File: config.mk
export PLATFORM = sky130hd
export DESIGN_NAME = controlUnit
export DESIGN_NICKNAME = d
export VERILOG_FILES = /design/src/hw/controlPkg.sv /design/src/hw/sequenceIf.sv /design/src/hw/instructionDecoder.sv /design/src/hw/stepCounter.sv /design/src/hw/phaseSequencer.sv /design/src/hw/controlSignalTable.sv /design/src/hw/controlUnit.sv
export SDC_FILE = /design/constraint.sdc
export NUM_CORES = 1
export LEC_CHECK = 0
export BUFFER_PORTS_ARGS = -buffer_cell sky130_fd_sc_hd__buf_4
export CAP_MARGIN = 10
export CORE_AREA = 2 2 61 63
export CTS_CLUSTER_SIZE = 20
export DETAILED_ROUTE_END_ITERATION = 8
export DIE_AREA = 0 0 63 65
export HOLD_SLACK_MARGIN = 0.08
export PLACE_DENSITY = 0.89
export SLEW_MARGIN = 25
export SYNTH_ARGS = -nofsm -noshare
export SYNTH_HDL_FRONTEND = slang
export SYNTH_SLANG_ARGS = --single-unit
File: constraint.sdc
create_clock -name clock -period 1.8 [get_ports clock]
set_input_delay 0.09 -clock clock [delete_from_list [all_inputs] [get_ports clock]]
set_output_delay 0.09 -clock clock [all_outputs]
set_load 0.01 [all_outputs]
File: src/hw/controlPkg.sv
package controlPkg;

	localparam int opCodeWidth = 6;
	localparam int functWidth = 6;
	localparam int aluSrcAWidth = 2;
	localparam int aluSrcBWidth = 3;
	localparam int pcSourceWidth = 3;
	localparam int aluOpWidth = 3;
	localparam int iOrDWidth = 2;
	localparam int memToRegWidth = 4;
	localparam int regDstWidth = 2;
	localparam int shiftControlWidth = 3;
	localparam int stepWidth = 2;

	localparam logic [stepWidth-1:0] fetchSteps = 2'd3;  // Address, memory wait, IR load
	localparam logic [stepWidth-1:0] shiftExecuteSteps = 2'd2;

	localparam logic [aluOpWidth-1:0] aluAdd = 3'd1;
	localparam logic [aluOpWidth-1:0] aluSub = 3'd2;
	localparam logic [aluOpWidth-1:0] aluAnd = 3'd3;
	localparam logic [aluOpWidth-1:0] aluCompare = 3'd7;

	localparam logic [shiftControlWidth-1:0] shiftLoad = 3'd1;
	localparam logic [shiftControlWidth-1:0] shiftLeft = 3'd2;
	localparam logic [shiftControlWidth-1:0] shiftRightLogical = 3'd3;
	localparam logic [shiftControlWidth-1:0] shiftRightArith = 3'd4;

	localparam logic [memToRegWidth-1:0] memToRegShift = 4'd4;
	localparam logic [memToRegWidth-1:0] memToRegSlt = 4'd8;
	localparam logic [regDstWidth-1:0] regDstRd = 2'd3;
	localparam logic [iOrDWidth-1:0] exceptionAddress = 2'd3;

	typedef enum logic [2:0] {
		phaseReset,
		phaseFetch,
		phaseDecode,
		phaseExecute,
		phaseFinish,
		phaseException,
		phaseWait
	} phaseT;

	typedef enum logic [4:0] {
		instrAdd,
		instrAnd,
		instrSub,
		instrSlt,
		instrSll,
		instrSrl,
		instrSra,
		instrSllv,
		instrSrav,
		instrJr,
		instrRte,
		instrBreak,
		instrAddi,
		instrAddiu,
		instrLui,
		instrBeq,
		instrBne,
		instrBgt,
		instrBle,
		instrIllegal
	} instrT;

endpackage

File: src/hw/sequenceIf.sv
`timescale 1ns/1ps

interface sequenceIf import controlPkg::*; (
	input logic clock
);

	phaseT phase;
	instrT instr;
	logic load;
	logic [stepWidth-1:0] stepCount;  // Phase length, valid with load
	logic [stepWidth-1:0] step;
	logic lastStep;

	modport sequencer (
		output phase, instr, load, stepCount,
		input step, lastStep
	);

	modport counter (
		input load, stepCount,
		output step, lastStep
	);

	modport controlTable (
		input clock, phase, instr, step
	);

endinterface

File: src/hw/instructionDecoder.sv
`timescale 1ns/1ps

module instructionDecoder import controlPkg::*; (
	input logic [opCodeWidth-1:0] opCode,
	input logic [functWidth-1:0] funct,
	output instrT instr
);

	instrT rTypeInstr;

	always_comb begin
		case (funct)
			6'h20: rTypeInstr = instrAdd;
			6'h24: rTypeInstr = instrAnd;
			6'h22: rTypeInstr = instrSub;
			6'h2a: rTypeInstr = instrSlt;
			6'h00: rTypeInstr = instrSll;
			6'h02: rTypeInstr = instrSrl;
			6'h03: rTypeInstr = instrSra;
			6'h04: rTypeInstr = instrSllv;
			6'h07: rTypeInstr = instrSrav;
			6'h08: rTypeInstr = instrJr;
			6'h13: rTypeInstr = instrRte;
			6'h0d: rTypeInstr = instrBreak;
			default: rTypeInstr = instrIllegal;
		endcase
	end

	always_comb begin
		case (opCode)
			6'h00: instr = rTypeInstr;  // Funct only matters for R-type
			6'h04: instr = instrBeq;
			6'h05: instr = instrBne;
			6'h06: instr = instrBle;
			6'h07: instr = instrBgt;
			6'h08: instr = instrAddi;
			6'h09: instr = instrAddiu;
			6'h0f: instr = instrLui;
			default: instr = instrIllegal;  // Loads land here too
		endcase
	end

endmodule

File: src/hw/stepCounter.sv
`timescale 1ns/1ps

module stepCounter import controlPkg::*; (
	input logic clock,
	input logic reset,
	sequenceIf.counter seq
);

	logic [stepWidth-1:0] stepLength;

	always_ff @(posedge clock, posedge reset) begin
		if (reset) begin
			seq.step <= '0;
			stepLength <= stepWidth'(1);
		end else if (seq.load) begin
			seq.step <= '0;
			stepLength <= seq.stepCount;
		end else if (!seq.lastStep) begin
			seq.step <= seq.step + 1'b1;  // Holds on the last step until the next load
		end
	end

	assign seq.lastStep = (seq.step == stepLength - 1'b1);

	stepInRange: assert property (@(posedge clock) disable iff (reset)
		seq.step < stepLength);

endmodule

File: src/hw/phaseSequencer.sv
`timescale 1ns/1ps

module phaseSequencer import controlPkg::*; (
	input logic clock,
	input logic reset,
	input instrT decoded,
	input logic overflow,
	sequenceIf.sequencer seq
);

	phaseT nextPhase;
	logic [stepWidth-1:0] executeSteps;
	logic enterFetch;
	logic enterExecute;

	// Decoded is still valid in Decode, so Execute length comes from it directly
	always_comb begin
		case (decoded)
			instrSll, instrSrl, instrSra, instrSllv, instrSrav: begin
				executeSteps = shiftExecuteSteps;
			end
			default: begin
				executeSteps = stepWidth'(1);
			end
		endcase
	end

	always_comb begin
		nextPhase = seq.phase;
		case (seq.phase)
			phaseReset: begin
				nextPhase = phaseFetch;
			end
			phaseFetch: begin
				if (seq.lastStep) begin
					nextPhase = phaseDecode;
				end
			end
			phaseDecode: begin
				if (decoded == instrIllegal) begin
					nextPhase = phaseWait;  // Nothing is written for an unknown code
				end else begin
					nextPhase = phaseExecute;
				end
			end
			phaseExecute: begin
				if (seq.lastStep) begin
					case (seq.instr)
						instrSlt, instrJr, instrRte: nextPhase = phaseWait;
						instrAddi: nextPhase = overflow ? phaseException : phaseFinish;
						default: nextPhase = phaseFinish;
					endcase
				end
			end
			phaseFinish, phaseException: begin
				nextPhase = phaseWait;
			end
			default: begin
				nextPhase = phaseFetch;
			end
		endcase
	end

	assign enterFetch = (nextPhase == phaseFetch) && (seq.phase != phaseFetch);
	assign enterExecute = (nextPhase == phaseExecute) && (seq.phase != phaseExecute);

	assign seq.load = enterFetch || enterExecute;  // Counter shows step 0 in the new phase
	assign seq.stepCount = enterFetch ? fetchSteps : executeSteps;

	always_ff @(posedge clock, posedge reset) begin
		if (reset) begin
			seq.phase <= phaseReset;
			seq.instr <= instrIllegal;
		end else begin
			seq.phase <= nextPhase;
			if (seq.phase == phaseDecode) begin
				seq.instr <= decoded;
			end
		end
	end

	waitThenFetch: assert property (@(posedge clock) disable iff (reset)
		seq.phase == phaseWait |=> seq.phase == phaseFetch && seq.step == '0);

endmodule

File: src/hw/controlSignalTable.sv
`timescale 1ns/1ps

module controlSignalTable import controlPkg::*; (
	sequenceIf.controlTable seq,
	input logic equal,
	input logic greaterThan,
	output logic [aluSrcAWidth-1:0] aluSrcA,
	output logic [aluSrcBWidth-1:0] aluSrcB,
	output logic [pcSourceWidth-1:0] pcSource,
	output logic [aluOpWidth-1:0] aluOp,
	output logic pcWrite,
	output logic irWrite,
	output logic [iOrDWidth-1:0] iOrD,
	output logic [memToRegWidth-1:0] memToReg,
	output logic writeRegA,
	output logic writeRegB,
	output logic aluOutWrite,
	output logic [regDstWidth-1:0] regDst,
	output logic regWrite,
	output logic epcWrite,
	output logic [shiftControlWidth-1:0] shiftControl,
	output logic shiftSrc,
	output logic shiftAmt
);

	logic immediateShift;
	logic variableShift;
	logic branchTaken;
	logic [shiftControlWidth-1:0] shiftKind;
	logic [aluOpWidth-1:0] rTypeOp;

	assign immediateShift = seq.instr inside {instrSll, instrSrl, instrSra};
	assign variableShift = seq.instr inside {instrSllv, instrSrav};

	always_comb begin
		shiftKind = shiftLeft;
		rTypeOp = aluAnd;
		branchTaken = 1'b0;
		case (seq.instr)
			instrSrl: shiftKind = shiftRightLogical;
			instrSra, instrSrav: shiftKind = shiftRightArith;
			instrAdd: rTypeOp = aluAdd;
			instrSub: rTypeOp = aluSub;
			instrBeq: branchTaken = equal;
			instrBne: branchTaken = !equal;
			instrBgt: branchTaken = greaterThan;
			instrBle: branchTaken = !greaterThan;
			default: ;
		endcase
	end

	always_comb begin
		aluSrcA = '0;
		aluSrcB = '0;
		pcSource = '0;
		aluOp = '0;
		pcWrite = 1'b0;
		irWrite = 1'b0;
		iOrD = '0;
		memToReg = '0;
		writeRegA = 1'b0;
		writeRegB = 1'b0;
		aluOutWrite = 1'b0;
		regDst = '0;
		regWrite = 1'b0;
		epcWrite = 1'b0;
		shiftControl = '0;
		shiftSrc = 1'b0;
		shiftAmt = 1'b0;
		case (seq.phase)
			phaseReset: begin
				regDst = 2'd1;
				regWrite = 1'b1;
				epcWrite = 1'b1;
			end
			phaseFetch: begin
				if (seq.step == 2'd0) begin
					aluSrcB = 3'd1;  // PC + 4
					aluOp = aluAdd;
					pcWrite = 1'b1;
				end
				irWrite = (seq.step == fetchSteps - 1'b1);
			end
			phaseDecode: begin
				writeRegA = 1'b1;
				writeRegB = 1'b1;
			end
			phaseExecute: begin
				case (seq.instr)
					instrAdd, instrAnd, instrSub: begin
						aluSrcA = 2'd2;
						aluOp = rTypeOp;
						aluOutWrite = 1'b1;
					end
					instrSlt: begin
						aluSrcA = 2'd2;
						aluOp = aluCompare;
						memToReg = memToRegSlt;
						writeRegA = 1'b1;
						writeRegB = 1'b1;
						regDst = regDstRd;
						regWrite = 1'b1;
					end
					instrJr: begin
						pcSource = 3'd4;
						pcWrite = 1'b1;
						writeRegA = 1'b1;
					end
					instrRte: begin
						pcSource = 3'd3;  // Back to EPC
						pcWrite = 1'b1;
					end
					instrBreak: begin
						aluSrcB = 3'd1;
						aluOp = aluSub;
						aluOutWrite = 1'b1;
					end
					instrAddi, instrAddiu, instrLui: begin
						aluSrcA = (seq.instr == instrLui) ? 2'd1 : 2'd2;
						aluSrcB = 3'd2;
						aluOp = aluAdd;
						aluOutWrite = 1'b1;
					end
					instrBeq, instrBne, instrBgt, instrBle: begin
						aluSrcB = 3'd3;  // Branch target into ALUOut
						aluOp = aluAdd;
						aluOutWrite = 1'b1;
					end
					instrSll, instrSrl, instrSra, instrSllv, instrSrav: begin
						shiftControl = (seq.step == 2'd0) ? shiftLoad : shiftKind;
						shiftSrc = immediateShift;
						shiftAmt = immediateShift;
						writeRegA = variableShift;
						writeRegB = variableShift || (seq.step == 2'd0);
					end
					default: ;
				endcase
			end
			phaseFinish: begin
				case (seq.instr)
					instrAdd, instrAnd, instrSub: begin
						regDst = regDstRd;
						regWrite = 1'b1;
					end
					instrBreak: begin
						pcSource = 3'd1;
						pcWrite = 1'b1;
					end
					instrAddi, instrAddiu, instrLui: begin
						regWrite = 1'b1;
					end
					instrBeq, instrBne, instrBgt, instrBle: begin
						aluSrcA = 2'd2;
						aluOp = aluCompare;
						pcSource = 3'd1;
						writeRegA = 1'b1;
						writeRegB = 1'b1;
						pcWrite = branchTaken;
					end
					instrSll, instrSrl, instrSra, instrSllv, instrSrav: begin
						shiftControl = shiftKind;
						shiftSrc = immediateShift;
						shiftAmt = immediateShift;
						writeRegA = variableShift;
						writeRegB = variableShift;
						memToReg = memToRegShift;
						regDst = regDstRd;
						regWrite = 1'b1;
					end
					default: ;
				endcase
			end
			phaseException: begin
				iOrD = exceptionAddress;
				epcWrite = 1'b1;
			end
			default: ;
		endcase
	end

	noFetchClash: assert property (@(posedge seq.clock) !(pcWrite && irWrite));

endmodule

File: src/hw/controlUnit.sv
`timescale 1ns/1ps

module controlUnit import controlPkg::*; (
	input logic clock,
	input logic reset,
	input logic [opCodeWidth-1:0] opCode,
	input logic [functWidth-1:0] funct,
	input logic overflow,
	input logic equal,
	input logic greaterThan,
	output logic [aluSrcAWidth-1:0] aluSrcA,
	output logic [aluSrcBWidth-1:0] aluSrcB,
	output logic [pcSourceWidth-1:0] pcSource,
	output logic [aluOpWidth-1:0] aluOp,
	output logic pcWrite,
	output logic irWrite,
	output logic [iOrDWidth-1:0] iOrD,
	output logic [memToRegWidth-1:0] memToReg,
	output logic writeRegA,
	output logic writeRegB,
	output logic aluOutWrite,
	output logic [regDstWidth-1:0] regDst,
	output logic regWrite,
	output logic epcWrite,
	output logic [shiftControlWidth-1:0] shiftControl,
	output logic shiftSrc,
	output logic shiftAmt
);

	instrT decodedInstr;

	sequenceIf seq (
		.clock(clock)
	);

	instructionDecoder decoder (
		.opCode(opCode),
		.funct(funct),
		.instr(decodedInstr)
	);

	phaseSequencer sequencer (
		.clock(clock),
		.reset(reset),
		.decoded(decodedInstr),
		.overflow(overflow),
		.seq(seq.sequencer)
	);

	stepCounter counter (
		.clock(clock),
		.reset(reset),
		.seq(seq.counter)
	);

	controlSignalTable signalTable (
		.seq(seq.controlTable),
		.equal(equal),
		.greaterThan(greaterThan),
		.aluSrcA(aluSrcA),
		.aluSrcB(aluSrcB),
		.pcSource(pcSource),
		.aluOp(aluOp),
		.pcWrite(pcWrite),
		.irWrite(irWrite),
		.iOrD(iOrD),
		.memToReg(memToReg),
		.writeRegA(writeRegA),
		.writeRegB(writeRegB),
		.aluOutWrite(aluOutWrite),
		.regDst(regDst),
		.regWrite(regWrite),
		.epcWrite(epcWrite),
		.shiftControl(shiftControl),
		.shiftSrc(shiftSrc),
		.shiftAmt(shiftAmt)
	);

endmodule

Yosys cells after proc, flatten, opt, wreduce, memory -nomap -nowiden

Cells that the tools add are included.

Register bits: 12
Input port bits: 17
Logic and storage cells: 148

$add $sub $neg: 2
Equality and inequality tests: 54
Mux-type cells: 57
Reduce and logical (&&, ||, !) cells: 31

Operator list:

| cell               | number |
|---|---|
| $pmux 5 s12        | 1 |
| $eq 5x4->1 const B | 9 |
| $eq 5x3->1 const B | 8 |
| $pmux 5 s8         | 1 |
| $eq 6x3->1 const B | 6 |
| $pmux 3 s2         | 6 |
| $eq 6x4->1 const B | 5 |
| $eq 6x6->1 const B | 4 |
| $mux 3             | 8 |
| $pmux 3 s4         | 2 |
| $reduce_or 11->1   | 2 |
| $eq 5x5->1 const B | 4 |
| $mux 2             | 9 |
| $reduce_or 5->1    | 3 |
| $mux 1             | 13 |
| $eq 6x2->1 const B | 2 |
| $logic_not 6->1    | 2 |
| $pmux 1 s3         | 4 |
| $pmux 2 s2         | 3 |
| $pmux 2 s3         | 2 |
| $reduce_or 2->1    | 6 |
| $eq 5x2->1 const B | 2 |
| $eq 3x2->1 const B | 3 |
| $pmux 3 s3         | 1 |
| 27 further kinds   | 38 |

Logic depth before layout (Yosys ltp)

Word-level depth: 10
Mapped depth: 6

By module

A second synthesis with hierarchy kept.

Cells, all modules: 242
Area total of the unflattened synthesis: 1739.2 µm²

Modules (own cells, without submodules):

| module             | instances | cells each | area each (µm²) |
|---|---|---|---|
| controlSignalTable | 1         | 112        | 658.1 |
| phaseSequencer     | 1         | 47         | 473.0 |
| instructionDecoder | 1         | 67         | 411.6 |
| stepCounter        | 1         | 16         | 196.4 |

Worst setup path before layout

No wires, ideal clock.

Kind: register to output
Start: reg sequencer.seq.instr[1]
End: out aluOp[1]
Arrival time: 1.586 ns
Data required time: 1.710 ns
Setup slack: 0.124 ns
Cell stages (with the launch flop): 5
Buffers on the path: 1
Cell sequence: dfstp_2 clkbuf_1 nor2b_1 a21oi_1 o41ai_1

Cells in the longest elaborated chain, start to end: 4

Ends and longest elaborated chain:

| element                                                  | line                                                | text |
|---|---|---|
| start, declared                                          | sequenceIf.sv:15                                    | `output phase, instr, load, stepCount,` |
| start signal, assigned                                   | phaseSequencer.sv:73                                | `seq.instr <= instrIllegal;` |
| start signal, assigned                                   | phaseSequencer.sv:77                                | `seq.instr <= decoded;` |
| $eq 5x4->1 (tied with other cells)                       | controlSignalTable.sv:89                            | `case (seq.instr)` |
| $reduce_or 7->1 (no source line) (tied with other cells) | -                                                   |  |
| $pmux 3 s4 / $mux 3 (equally long branches)              | controlSignalTable.sv:89, controlSignalTable.sv:140 |  |
| $pmux 3 s3 (*)                                           | controlSignalTable.sv:70                            | `case (seq.phase)` |
| end, declared                                            | controlUnit.sv:14                                   | `output logic [aluOpWidth-1:0] aluOp,` |

Every way passes the cells marked *; elsewhere a longest branch is shown, timed or not.

Worst setup path in the final report

Start: reg sequencer.seq.instr[1]
End: out writeRegB

Cells in the longest elaborated chain, start to end: 5

Ends and longest elaborated chain:

| element                                         | line                                                                          | text |
|---|---|---|
| $eq 5x3->1 / $eq 5x4->1 (equally long branches) | controlSignalTable.sv:33, controlSignalTable.sv:89, controlSignalTable.sv:140 |  |
| $reduce_bool 2->1                               | controlSignalTable.sv:33                                                      | `assign variableShift = seq.instr inside {instrSllv, instrSrav};` |
| $logic_or 1x1->1                                | controlSignalTable.sv:134                                                     | `writeRegB = variableShift \|\| (seq.step == 2'd0);` |
| $pmux 1 s2                                      | controlSignalTable.sv:89                                                      |  |
| $pmux 1 s3 (*)                                  | controlSignalTable.sv:70                                                      |  |
| end, declared                                   | controlUnit.sv:20                                                             | `output logic writeRegB,` |

Marks and branches as above.

==> qor.csv <==
metric;value;unit
Buf/Inv on CP;2;
WS Path Type;reg2out;
sw power;1.58;mW
Post-Place Setup Slack;0.00878;ns
slowest CP cell;dfstp_2;
number of flops mapped to enable cells by yosys;0;
CORE AREA;3500;um2
vias in the first global route;1889;
ANT cells;0;
Hold Fails Final Rpt;0;
Logic pwr share;77.3;%
die width;63;um
gr usage total;24.4;%
most frequent cell after synthesis;nor2_1;
synth cell count leaders;33 x nor2_1, 24 x nand2_1, 21 x a21oi_1;
ys async rst share;100;%
number of synthesized register bits;12;
Power Density;1340;nW/um2
total power;3.22;mW
Tcrit/Tclk final;108;%
Initial DRT Pass Iterations;5;
top cell type's share of synthesized area;11.0;%
reported max-cap violation count;0;
clk slew on worst S/H paths;0.07;ns
P_int;1.64;mW
first-pass GRT wire length;8.26;mm
final slew viol count;0;
DR DRC count;0;
RSZ-0062 raised after global routing;true;
Initial DRC Count;287;
Most used DFF post-synth;dfrtp_1;
Reg power frac;17.3;%
synth unique cells;61;
initial core utilization;51.9;%
Inserted Clock Buffers;3;
critical path fanouts, max;11;
Root Driver;clkbuf_4;
Yosys warning total;0;
CTS tree;built;
Routed WL;5.07;mm
status;complete, but fails checks;
Fmax;517;MHz
routed vias/inst;5.98;
Clk pwr share;5.4;%
routability cong.;1.02;
most area-consuming cells after synthesis;dfrtp_1 11%, nor2_1 6.8%, a21oi_1 5.8%, dfstp_2 5.8%, nand2_1 5.0%;
routed len/inst;14.0;um
Critical Path RT;1.71;ns
height of the die;65;um
switch share;49.1;%
Syn Std Cell Area;1810;um2
Hold WC Path Type;in2reg;
Cells after Synth;265;
Util after Layout;69.0;%
largest net degree at the start of global routing;17;
worst vdd ir;0.476;mV
Critical Path End Type;output port;
H-tree level count;1;
critical-path cell list;buf_6, nand2_2, o21ai_0, and2_1, nor2_1, o2111ai_2, buf_4;
num rows;22;
Final ANT Viol Nets;0;
Layout Nets;335;
DR vias;2171;
final hold slack;0.210;ns
clk buf depth;2;
number of I/O port buffers;44;
failing checks;negative setup slack;
Seq/Total Area, Yosys;16.8;%
Data arrival, critical path;1.85;ns
CP delay by family, top;flip-flops;
Layout area overhead;33.0;%
antenna violations before repair;0;
final worst-path setup slack;-0.135;ns
max incr delay on CP;0.59;ns
Sink Count;12;
average cell area after synthesis;6.85;um2
CP startpoint kind;flip-flop;
layout cells sized above 1;35.2;%
num ports;48;
total grt overflow;0;
final setup vio count;13;
DIE AREA;4100;um2
Final HPWL DP;3.65;mm
final worst path period need;1.94;ns
largest area contributor in the netlist;dfrtp_1;
Pleak;1.12;nW
clk_lat worst skew;0.28;ns
clock skew;0.00503;ns
routing by layer:
layer,wire (um),share of wire [%],global-route usage [%],up-vias
met4,249,4.9,15.0,0
met5,0,0,0,-
met3,334,6.6,1.39,29
met2,2350,46,40.4,119
met1,2130,42,31.3,975
li1,-,-,-,1048
tightest hold or removal path: cells and delay by family:
family	cells	cell delay (ns)
AO/OA/AOI/OAI	1	0.07
buffers and inverters	1	0.14
AND/OR/NAND/NOR	1	0.14
repair_timing:
action / in CTS / in global routing
resized for setup: 25 / 18
hold buffers: 1 / 0
endpoints found under the hold margin: 8 / 0
pin swaps: 4 / 3
setup endpoints to repair: 16 / 23
setup buffers: 2 / 6
metrics by stage:
stage | setup TNS [ns] | std cells | area (um2)
4_1_cts | -0.849 | 357 | 2310
2_1_floorplan | 0 | 267 | 1820
5_1_grt | -2.14 | 363 | 2410
6_report | -0.985 | 363 | 2410
3_5_place_dp | 0 | 350 | 2170
3_3_place_gp | 0 | 350 | 2170
worst paths after layout:
path / startpoint / end / slack [ns] / cells past startpoint
worst max-delay path: sequencer.seq.instr[1] / writeRegB / -0.14 / 7
min in group asynchronous: reset / counter.seq.step[1] / 0.37 / 3
max in group asynchronous: reset / sequencer.seq.instr[1] / 1.09 / 3
worst min-delay path: funct[5] / sequencer.seq.instr[3] / 0.21 / 3
worst max register to register: sequencer.seq.instr[1] / counter.stepLength[1] / 0.06 / 5
worst min register to register: counter.stepLength[0] / counter.stepLength[0] / 0.55 / 2
power by group through the flow:
stage          registers [mW]  logic [mW]  clock network (mW)
2_1_floorplan           0.499        1.40                   0
3_3_place_gp            0.553        1.96                   0
3_5_place_dp            0.562        1.99                   0
4_1_cts                 0.571        2.17               0.176
5_1_grt                 0.572        2.70               0.191
6_report                0.559        2.49               0.173
sequential cells by signal, indices dropped and copies added, names as in the netlist:
name and flops:
sequencer.seq.instr 5, sequencer.seq.phase 3, counter.seq.step 2, counter.stepLength 2
area by class of cell:
class	instances	area, um2
multi-input combinational	219	1440
fill	272	1080
timing repair buffer	67	528
sequential	12	312
tap	48	60.1
inverter	13	48.8
clock buffer	4	26.3
cell families after synthesis:
kind of cell    Yosys count  share of synthesized area, %
simple gates            122                          35.5
compound gates           83                          30.6
buf+inv                  36                          10.8
flops                    12                          16.8
xor+xnor                  5                          2.41
fa+ha+maj                 3                          1.93
mux                       3                          1.72
other cells               1                         0.207
cell usage in the layout, fill, tap and decap left out, types with 4 or more instances in the layout:
cell type	n
buf_4	59
nor2_1	30
nand2_1	22
a21oi_1	17
inv_1	13
o21ai_0	13
a31oi_1	8
nor2b_1	7
and2_1	6
nand3_1	6
dfrtp_1	6
buf_6	6
nor3_1	5
nand2b_1	5
o21ai_1	5
nor3b_1	4
a21o_1	4
and3_1	4
nor2_2	4
clkbuf_4	4
Note: power is estimated with default switching activity, not from simulation.
